`src/logic/simsram_pkg.sv`:
```
/*
 * Shared definitions for the simulation SRAM window.
 * Bus widths, bank geometry, window map and decoder states.
 */

`default_nettype none

package simsram_pkg;

  // Host and outbound bus widths.
  localparam int unsigned AddrWidth = 32;
  localparam int unsigned DataWidth = 32;
  localparam int unsigned MaskWidth = DataWidth / 8;

  // Bank geometry.
  // Banks are word-interleaved, so the bank select sits right above the byte offset.
  localparam int unsigned NumBanks  = 4;
  localparam int unsigned BankDepth = 16;
  localparam int unsigned BankAw    = 4;
  localparam int unsigned BankSelW  = 2;

  // Address window served by the local banks.
  localparam logic [AddrWidth-1:0] SramBase = 32'h1000_0000;
  // One word is four bytes wide.
  localparam logic [AddrWidth-1:0] SramBytes = NumBanks * BankDepth * 4;

  // Decoder states.
  // OUT_PEND means one outbound access is waiting for its response.
  typedef enum logic [0:0] {
    IDLE     = 1'b0,
    OUT_PEND = 1'b1
  } decode_state_e;

endpackage : simsram_pkg

`default_nettype wire
```
`src/logic/sim_sram_top.sv`:
```
/*
 * Simulation SRAM window top level.
 * Window decoder, interleaved bank array and response merger.
 */

`default_nettype none

module sim_sram_top (
  input  logic                              clk_i,
  input  logic                              rst_ni,
  // Host request.
  input  logic                              req_valid_i,
  input  logic                              req_write_i,
  input  logic [simsram_pkg::AddrWidth-1:0] req_addr_i,
  input  logic [simsram_pkg::DataWidth-1:0] req_wdata_i,
  input  logic [simsram_pkg::MaskWidth-1:0] req_mask_i,
  output logic                              req_ready_o,
  // Host response.
  output logic                              rsp_valid_o,
  output logic [simsram_pkg::DataWidth-1:0] rsp_rdata_o,
  output logic                              rsp_error_o,
  // Outbound request.
  output logic                              out_req_valid_o,
  output logic                              out_req_write_o,
  output logic [simsram_pkg::AddrWidth-1:0] out_req_addr_o,
  output logic [simsram_pkg::DataWidth-1:0] out_req_wdata_o,
  output logic [simsram_pkg::MaskWidth-1:0] out_req_mask_o,
  input  logic                              out_req_ready_i,
  // Outbound response.
  input  logic                              out_rsp_valid_i,
  input  logic [simsram_pkg::DataWidth-1:0] out_rsp_rdata_i,
  input  logic                              out_rsp_error_i
);

  import simsram_pkg::*;

  // Shared bank request bus.
  logic [NumBanks-1:0]                bank_req;
  logic                               bank_we;
  logic [BankAw-1:0]                  bank_addr;
  logic [DataWidth-1:0]               bank_wdata;
  logic [MaskWidth-1:0]               bank_mask;
  // Per-bank responses.
  logic [NumBanks-1:0]                bank_rvalid;
  logic [NumBanks-1:0][DataWidth-1:0] bank_rdata;

  bus_window_decode u_decode (
    .clk_i,
    .rst_ni,
    .req_valid_i,
    .req_write_i,
    .req_addr_i,
    .req_wdata_i,
    .req_mask_i,
    .req_ready_o,
    .out_req_valid_o,
    .out_req_write_o,
    .out_req_addr_o,
    .out_req_wdata_o,
    .out_req_mask_o,
    .out_req_ready_i,
    .out_rsp_valid_i,
    .bank_req_o   (bank_req),
    .bank_we_o    (bank_we),
    .bank_addr_o  (bank_addr),
    .bank_wdata_o (bank_wdata),
    .bank_mask_o  (bank_mask)
  );

  // One bank per word lane.
  for (genvar i = 0; i < NumBanks; i++) begin : gen_bank
    sram_bank u_bank (
      .clk_i,
      .rst_ni,
      .req_i    (bank_req[i]),
      .we_i     (bank_we),
      .addr_i   (bank_addr),
      .wdata_i  (bank_wdata),
      .mask_i   (bank_mask),
      .rvalid_o (bank_rvalid[i]),
      .rdata_o  (bank_rdata[i])
    );
  end : gen_bank

  rsp_merge u_merge (
    .bank_rvalid_i (bank_rvalid),
    .bank_rdata_i  (bank_rdata),
    .out_rsp_valid_i,
    .out_rsp_rdata_i,
    .out_rsp_error_i,
    .rsp_valid_o,
    .rsp_rdata_o,
    .rsp_error_o
  );

endmodule : sim_sram_top

`default_nettype wire

```
`src/logic/rsp_merge.sv`:
```
/*
 * Response merger.
 * Folds the bank strobes and the outbound response into one host response.
 */

`default_nettype none

module rsp_merge (
  input  logic [simsram_pkg::NumBanks-1:0]                             bank_rvalid_i,
  input  logic [simsram_pkg::NumBanks-1:0][simsram_pkg::DataWidth-1:0] bank_rdata_i,
  input  logic                                                         out_rsp_valid_i,
  input  logic [simsram_pkg::DataWidth-1:0]                            out_rsp_rdata_i,
  input  logic                                                         out_rsp_error_i,
  output logic                                                         rsp_valid_o,
  output logic [simsram_pkg::DataWidth-1:0]                            rsp_rdata_o,
  output logic                                                         rsp_error_o
);

  import simsram_pkg::*;

  logic                 any_bank;
  logic [DataWidth-1:0] bank_data;

  // At most one bank answers per cycle.
  // Masking by valid keeps stale bank data off the bus.
  always_comb begin
    any_bank  = 1'b0;
    bank_data = '0;
    for (int b = 0; b < NumBanks; b++) begin
      any_bank = any_bank | bank_rvalid_i[b];
      if (bank_rvalid_i[b]) begin
        bank_data = bank_data | bank_rdata_i[b];
      end
    end
  end

  // Bank and outbound responses never overlap.
  // The decoder spaces their accepts, so a plain OR is enough here.
  assign rsp_valid_o = any_bank | out_rsp_valid_i;
  assign rsp_rdata_o = bank_data | (out_rsp_valid_i ? out_rsp_rdata_i : '0);

  // Banks have no error source.
  assign rsp_error_o = out_rsp_valid_i & out_rsp_error_i;

endmodule : rsp_merge

`default_nettype wire

```
`src/logic/sram_bank.sv`:
```
/*
 * One word-wide SRAM bank with byte-enable writes.
 * Registered read data and a response strobe one cycle after each request.
 */

`default_nettype none

module sram_bank (
  input  logic                              clk_i,
  input  logic                              rst_ni,
  input  logic                              req_i,
  input  logic                              we_i,
  input  logic [simsram_pkg::BankAw-1:0]    addr_i,
  input  logic [simsram_pkg::DataWidth-1:0] wdata_i,
  input  logic [simsram_pkg::MaskWidth-1:0] mask_i,
  output logic                              rvalid_o,
  output logic [simsram_pkg::DataWidth-1:0] rdata_o
);

  import simsram_pkg::*;

  logic [DataWidth-1:0] mem_q [BankDepth];
  logic [DataWidth-1:0] rdata_q;
  logic                 rvalid_q;

  // Byte-masked write.
  // Only the lanes with their enable set change.
  always_ff @(posedge clk_i) begin
    if (req_i && we_i) begin
      for (int b = 0; b < MaskWidth; b++) begin
        if (mask_i[b]) begin
          mem_q[addr_i][8*b +: 8] <= wdata_i[8*b +: 8];
        end
      end
    end
  end

  // Read port.
  // Writes answer with zero data.
  always_ff @(posedge clk_i) begin
    if (req_i) begin
      rdata_q <= we_i ? '0 : mem_q[addr_i];
    end
  end

  // Every request gets a strobe, reads and writes alike.
  always_ff @(posedge clk_i or negedge rst_ni) begin
    if (!rst_ni) begin
      rvalid_q <= 1'b0;
    end else begin
      rvalid_q <= req_i;
    end
  end

  assign rvalid_o = rvalid_q;
  assign rdata_o  = rdata_q;

endmodule : sram_bank

`default_nettype wire

```
`src/logic/bus_window_decode.sv`:
```
/*
 * Host request decoder for the SRAM window.
 * Routes hits to one bank, misses to the outbound port,
 * and stalls the host while an outbound access is pending.
 */

`default_nettype none

module bus_window_decode (
  input  logic                                 clk_i,
  input  logic                                 rst_ni,
  // Host request.
  input  logic                                 req_valid_i,
  input  logic                                 req_write_i,
  input  logic [simsram_pkg::AddrWidth-1:0]    req_addr_i,
  input  logic [simsram_pkg::DataWidth-1:0]    req_wdata_i,
  input  logic [simsram_pkg::MaskWidth-1:0]    req_mask_i,
  output logic                                 req_ready_o,
  // Outbound request and response strobe.
  output logic                                 out_req_valid_o,
  output logic                                 out_req_write_o,
  output logic [simsram_pkg::AddrWidth-1:0]    out_req_addr_o,
  output logic [simsram_pkg::DataWidth-1:0]    out_req_wdata_o,
  output logic [simsram_pkg::MaskWidth-1:0]    out_req_mask_o,
  input  logic                                 out_req_ready_i,
  input  logic                                 out_rsp_valid_i,
  // Bank request, one select line per bank.
  output logic [simsram_pkg::NumBanks-1:0]     bank_req_o,
  output logic                                 bank_we_o,
  output logic [simsram_pkg::BankAw-1:0]       bank_addr_o,
  output logic [simsram_pkg::DataWidth-1:0]    bank_wdata_o,
  output logic [simsram_pkg::MaskWidth-1:0]    bank_mask_o
);

  import simsram_pkg::*;

  decode_state_e         state_q;
  decode_state_e         state_d;
  logic                  bank_acc_q;
  logic                  hit;
  logic                  bank_go;
  logic                  out_go;
  logic [AddrWidth-1:0]  win_offset;
  logic [BankSelW-1:0]   bank_sel;

  // Window hit.
  // The offset wraps for addresses below the base, so one compare covers both bounds.
  assign win_offset = req_addr_i - SramBase;
  assign hit        = (win_offset < SramBytes);

  // Word-interleaved mapping above the byte offset.
  assign bank_sel    = req_addr_i[$clog2(MaskWidth) +: BankSelW];
  assign bank_addr_o = req_addr_i[$clog2(MaskWidth) + BankSelW +: BankAw];

  // Banks never stall, so a hit in IDLE is accepted at once.
  assign bank_go = req_valid_i & hit & (state_q == IDLE);

  // Outbound issue waits one cycle after a bank accept.
  assign out_req_valid_o = req_valid_i & ~hit & (state_q == IDLE) & ~bank_acc_q;
  assign out_go          = out_req_valid_o & out_req_ready_i;

  assign req_ready_o = bank_go | out_go;

  // Misses pass through unchanged.
  assign out_req_write_o = req_write_i;
  assign out_req_addr_o  = req_addr_i;
  assign out_req_wdata_o = req_wdata_i;
  assign out_req_mask_o  = req_mask_i;

  // One-hot bank select.
  assign bank_req_o   = bank_go ? (NumBanks'(1) << bank_sel) : '0;
  assign bank_we_o    = req_write_i;
  assign bank_wdata_o = req_wdata_i;
  assign bank_mask_o  = req_mask_i;

  // Leave IDLE on an outbound transfer, return on its response.
  always_comb begin
    state_d = state_q;
    unique case (state_q)
      IDLE:     if (out_go) state_d = OUT_PEND;
      OUT_PEND: if (out_rsp_valid_i) state_d = IDLE;
      default:  state_d = IDLE;
    endcase
  end

  always_ff @(posedge clk_i or negedge rst_ni) begin
    if (!rst_ni) begin
      state_q    <= IDLE;
      bank_acc_q <= 1'b0;
    end else begin
      state_q    <= state_d;
      bank_acc_q <= bank_go;
    end
  end

endmodule : bus_window_decode

`default_nettype wire

```
`config.mk`:
```
export PLATFORM = sky130hd
export DESIGN_NAME = sim_sram_top
export DESIGN_NICKNAME = d
export VERILOG_FILES = /design/src/logic/simsram_pkg.sv /design/src/logic/sim_sram_top.sv /design/src/logic/rsp_merge.sv /design/src/logic/sram_bank.sv /design/src/logic/bus_window_decode.sv
export SDC_FILE = /design/constraint.sdc
export NUM_CORES = 2
export LEC_CHECK = 0
export BUFFER_PORTS_ARGS = -buffer_cell sky130_fd_sc_hd__buf_2
export CAP_MARGIN = 20
export CORE_UTILIZATION = 30
export DETAILED_ROUTE_END_ITERATION = 12
export GPL_TIMING_DRIVEN = 0
export MAX_ROUTING_LAYER = met4
export PLACE_DENSITY_LB_ADDON = 0.2
export SLEW_MARGIN = 20
export SYNTH_ARGS = -nofsm -noshare
export SYNTH_HDL_FRONTEND = slang
export SYNTH_SLANG_ARGS = --single-unit
```
`constraint.sdc`:
```
create_clock -name clk_i -period 2.55 [get_ports clk_i]
set_input_delay 0.3825 -clock clk_i [delete_from_list [all_inputs] [get_ports clk_i]]
set_output_delay 0.3825 -clock clk_i [all_outputs]
set_load 0.01 [all_outputs]
```
Word level (Yosys, flattened, before mapping)
Memories as Yosys holds them, arrays and structs flattened. A register that Yosys moved wholly into a read port is not among the register bits.
Cells that the tools add are included.
- bits of input ports: 107
- memories: 4
- logic and storage cells: 81
- memory bits (writable): 2048
- bits in registers: 6
- reductions and logical operators: 4
- shifts and indexed selects: 1
- bitwise logic cells: 19
- $lt $le $gt $ge: 1
- $add $sub $neg: 1
- multiplexer cells: 45
- memories (memory ; depth ; bits a word ; read ports ; clocked after memory_dff ; wr ports ; line ; source):
    gen_bank[0].u_bank.mem_q ; 16 ; 32 ; 1 ; 1 ; 1 ; sram_bank.sv:22 ; logic [DataWidth-1:0] mem_q [BankDepth];
    gen_bank[1].u_bank.mem_q ; 16 ; 32 ; 1 ; 1 ; 1 ; sram_bank.sv:22 ;
    gen_bank[2].u_bank.mem_q ; 16 ; 32 ; 1 ; 1 ; 1 ; sram_bank.sv:22 ;
    gen_bank[3].u_bank.mem_q ; 16 ; 32 ; 1 ; 1 ; 1 ; sram_bank.sv:22 ;
- operators with widths (operator ; count):
    32-bit 2-to-1 mux ; 5
    32-bit bitwise OR ; 4
    1-bit 2-to-1 mux ; 38
    32-bit by 9-bit less-than comparator with 1-bit output (second input constant) ; 1
    32-bit by 29-bit subtractor with 32-bit output (second input constant) ; 1
    1-bit bitwise AND ; 7
    1-bit bitwise OR ; 5
    1-bit logical AND ; 4
    4-bit 2-to-1 mux ; 1
    1-bit by 2-bit << shifter with 4-bit output (first input constant) ; 1
    1-bit inverter ; 3
    1-bit case mux with 2 select lines ; 1

Longest topological paths before layout
- word-level depth: 9
- depth in mapped cells: 8
- gate-level depth less buffers: 4

Cells and area by module
A second synthesis with hierarchy kept.
- cells, all modules: 4342
- area total of the unflattened synthesis: 85545.8 µm²
- by module, submodules not included (module ; area an instance (µm²) ; times used ; sequential area each (µm²) ; cells an instance):
    sram_bank ; 20915.1 ; 4 ; 16360.7 ; 1022
    bus_window_decode ; 1038.5 ; 1 ; 50.0 ; 134
    rsp_merge ; 847.1 ; 1 ; 0.0 ; 120

Worst setup path after synthesis
Ideal clock, no wire load.
- kind: input-to-reg
- start point: in req_addr_i[26] in the netlist's numbering
- end point: reg gen_bank[0].u_bank.rdata_q[0] (read register of gen_bank[0].u_bank.mem_q), enable pin
- slack: 0.024 ns
- stages: 4
- data required time: 2.157 ns
- path buffers: 1
- arrival: 2.133 ns
- path through: or4_4 nor2_4 buf_6 and3_1
- word-level cells in the longest chain between the ends: 5
- RTL lines (what ; line ; source):
    start: declaration ; sim_sram_top.sv:14 ; input logic [simsram_pkg::AddrWidth-1:0] req_addr_i,
    32-bit by 29-bit subtractor with 32-bit output ; bus_window_decode.sv:48 ; assign win_offset = req_addr_i - SramBase;
    32-bit by 9-bit less-than comparator with 1-bit output ; bus_window_decode.sv:49 ; assign hit = (win_offset < SramBytes);
    1-bit bitwise AND (2 in series) ; bus_window_decode.sv:56 ; assign bank_go = req_valid_i & hit & (state_q == IDLE);
    4-bit 2-to-1 mux ; bus_window_decode.sv:71 ; assign bank_req_o = bank_go ? (NumBanks'(1) << bank_sel) : '0;
    via gen_bank[0].u_bank.req_i ; sram_bank.sv:11 ; input logic req_i,
    end: declaration ; sram_bank.sv:23 ; logic [DataWidth-1:0] rdata_q;
The timed path passes the listed nets, and every way through them passes these cells.

Worst setup path in the final report
- start point: reg gen_bank[1].u_bank.rvalid_q
- end point: out rsp_rdata_o[7] in the netlist's numbering
- word-level cells in the longest chain between the ends: 6
- RTL lines (what ; line ; source):
    start: declaration ; sram_bank.sv:24 ; logic rvalid_q;
    start signal: assignment ; sram_bank.sv:51 ; rvalid_q <= req_i;
    32-bit 2-to-1 mux * ; rsp_merge.sv:31 ; if (bank_rvalid_i[b]) begin
    32-bit bitwise OR ; rsp_merge.sv:32 ; bank_data = bank_data | bank_rdata_i[b];
    32-bit 2-to-1 mux * ; rsp_merge.sv:31 ;
    32-bit bitwise OR ; rsp_merge.sv:32 ;
    32-bit 2-to-1 mux * ; rsp_merge.sv:31 ;
    32-bit bitwise OR * ; rsp_merge.sv:40 ; assign rsp_rdata_o = bank_data | (out_rsp_valid_i ? out_rsp_rdata_i : '0);
    end: declaration ; sim_sram_top.sv:20 ; output logic [simsram_pkg::DataWidth-1:0] rsp_rdata_o,
Mark *: on every way between the ends. The rest lies on a longest branch, timed or not.

==> impl_metrics.tcl <==
set metrics [dict create \
    path_class "reg -> out" \
    finalPower_w 0.0756 \
    avgSynthCellArea_um2 19.4 \
    ys_ff_latch 2182 \
    outcome "finished, violations left" \
    relSlewSlack_pct 23.2 \
    max_slew.worst_pin.slew_ps 1150 \
    reg2reg_to "gen_bank[2].u_bank.mem_q[13][27]$_DFFE_PP_" \
    htree_levels 4 \
    finClkSkew_ps 64.6 \
    start_util_pct 30.3 \
    whs_ps 40.1 \
    grt_util_all_layers_pct 20.2 \
    leakagePower_nw 32.9 \
    drt_first_pass_iters 9 \
    netlist_top_cells_area "edfxtp_1, mux4_2, mux2i_1, a22oi_1, nor2_1" \
    hold_class "in -> reg" \
    critical_path.max_fanout 10 \
    critPathArrivalTime_ps 2580 \
    synthesis.nets 4480 \
    cts.path.max_buffers 4 \
    dieArea_um2 285000 \
    first_global_vias 44800 \
    r2r_cells 7 \
    grt_start_max_net_pins 66 \
    fmax_mhz 338 \
    chipHeight_um 534 \
    cts_tree "yes" \
    place_inst 8371 \
    rows 194 \
    ir_drop_mv 0.584 \
    max_cap_viol_count 0 \
    synth_ff_type "edfxtp_1" \
    syn_area_um2 84700 \
    area_growth_syn_to_layout_pct 20.4 \
    worst_slack_ps -409 \
    cts.clk_slew.worst_paths_ps 60 \
    rsz0062_at_grt "true" \
    violations "negative setup slack" \
    drc 0 \
    placed_area_um2 91700 \
    routedWlPerCell_um 32.1 \
    crit_path_end_kind "output pin" \
    die_x_um 534 \
    r2r_setup_slack_ps 30 \
    async_flop_share_pct 0.275 \
    clock_sinks 2182 \
    port_buffers 206 \
    vias 44900 \
    yosysTopAreaCell "edfxtp_1" \
    wl_um 285000 \
    cts-buffers-inserted 231 \
    hold-path-cell-count 1 \
    synth_top_area_share_pct 77.1 \
    finalHoldViolations 0 \
    ant_nets 0 \
    hp-start "req_wdata_i[10]" \
    worstPathRequired_ps 2170 \
    core_area_um2 280000 \
    yosysSeqAreaShare_pct 77.3 \
    critPathLaunchType "register" \
    grt_first_pass_wirelength_um 383000 \
    post-route-period-util_pct 116 \
    synth_edf_count 2176 \
    antenna_found_initial 22 \
    first_iter_violations 4922 \
    yosysWarningCount 0 \
    fin_cells 8863 \
    powerDensity_nw_per_um2 741 \
    design_area_um2 102000 \
    place_hpwl_um 196000 \
    synthCells 4373 \
    viasPerCell 5.07 \
    gp_congestion 0.914 \
    io_pins 212 \
    worstHoldEndpoint "gen_bank[3].u_bank.mem_q[0][10]$_DFFE_PP_" \
    maxSlewViolCount 0 \
    regToRegStartpoint "u_decode.state_q$_DFF_PN0_" \
    period_needed_ps 2960 \
    drive_above_1_share_pct 28.5 \
    final_nets 5065 \
    grt-ovfl-total 0 \
    clk_latency_ps 910 \
    cts_root_buf "clkbuf_16" \
    final_util_pct 36.4 \
    setup_violations 40 \
    synth_cell_types 36 \
]
[where the power goes]
part,internal [W],switching [W]
Clock,0.0179,0.0140
Sequential,0.0395,0.000000912
Combinational,0.00137,0.00287
[synthesized netlist by cell type (3+ instances only)]
library cell	count
buf_4	129
and2_1	3
a222oi_1	32
edfxtp_1	2176
nand3_4	14
nor2_1	262
a22oi_1	416
nand3_1	18
clkbuf_1	120
nand2b_1	6
buf_1	23
mux2i_1	512
buf_2	45
nand2_1	164
mux4_2	256
nor3_1	9
buf_6	21
o21ai_0	128
nor4_1	3
nor2_2	8
and3_1	4
dfrtp_1	6
[worst max-delay path by stage]
| stage | from | endpoint | slack (ps) | depth (start not counted) |
|---|---|---|---|---|
| 2_1_floorplan | req_addr_i[26] | gen_bank[0].u_bank.rdata_o[0]$_SDFFCE_PP0P_ | 20 | 4 |
| 3_3_place_gp | req_addr_i[5] | gen_bank[3].u_bank.rdata_o[0]$_SDFFCE_PP0P_ | -2380 | 8 |
| 3_5_place_dp | req_addr_i[4] | gen_bank[1].u_bank.mem_q[5][3]$_DFFE_PP_ | -1670 | 7 |
| 4_1_cts | gen_bank[1].u_bank.rvalid_o$_DFF_PN0_ | rsp_rdata_o[12] | -460 | 5 |
| 5_1_grt | gen_bank[1].u_bank.rvalid_o$_DFF_PN0_ | rsp_rdata_o[7] | -400 | 5 |
| 6_report | gen_bank[1].u_bank.rvalid_o$_DFF_PN0_ | rsp_rdata_o[7] | -410 | 5 |
[timing repair]
| item | in CTS | in global routing |
|---|---|---|
| endpoints found under the hold margin | 515 | 0 |
| gates resized for setup | 499 | 176 |
| pin swaps | 41 | 52 |
| buffers inserted | 17 | 32 |
| gates cloned | 2 | 0 |
| endpoints found under the setup margin | 2117 | 1570 |
| hold buffers | 32 | 0 |
[worst max-delay path: stages (launching register included)]
cell      delay [ps]
dfrtp_2          490
buf_4            200
a222oi_1         510
buf_4            270
nand2_1           60
buf_2            140
[metal layers]
layer,GRT usage [%],vias to the layer above,wire (um)
met5,-,-,0
met4,8.46,0,13700
met1,25.1,23900,115000
met2,33.4,1575,141000
li1,-,19000,-
met3,2.50,475,14900
[registers in the layout, indices dropped and copies added, names as in the netlist]
register / flops
u_decode.bank_acc_q: 1
u_decode.state_q: 1
gen_bank.u_bank.rvalid_o: 4
gen_bank.u_bank.rdata_o: 128
gen_bank.u_bank.mem_q: 2048
[per-stage QoR]
stage | worst slack, ps | setup TNS, ps
floorplan | 24.0 | 0
global placement | -2380 | -2527090
detailed placement | -1670 | -2111980
CTS | -462 | -76190
global route | -396 | -10710
finish | -409 | -9670
[area by class of cell]
type,count,area [um^2]
tap,3724,4660
timing repair buffer,357,3520
buffer,336,2270
clock buffer,273,5960
inverter,1,3.75
multi-input combinational,1849,19100
antenna,7,17.5
clock inverter,134,992
sequential,2182,65500
fill,26100,178000
[kinds of logic (layout without fill, tap and decap cells)]
group	count (synthesis)	count (layout)	synth area share, %
and+or+nand+nor	503	503	2.66
buffers and inverters	342	1101	2.37
DFF	2182	2182	77.3
AOI/OAI and AO/OA	578	578	4.84
other	0	7	0
muxes	768	768	12.9
[cells in the final DEF (no fill, tap or decap), drive strengths merged]
cell,n
a21oi,1
a222oi,32
a22oi,416
and2,3
and3,4
and4,2
buf,557
bufinv,13
clkbuf,375
clkdlybuf4s15,2
clkinv,109
clkinvlp,6
dfrtp,6
diode,7
dlygate4sd3,32
edfxtp,2176
inv,7
mux2i,512
mux4,256
nand2,164
nand2b,6
nand3,32
nor2,271
nor2b,2
nor3,9
nor3b,2
nor4,4
nor4b,1
o21ai,128
o32ai,1
or2,1
or4,2
No activity file was read; power rests on OpenSTA's default activity.
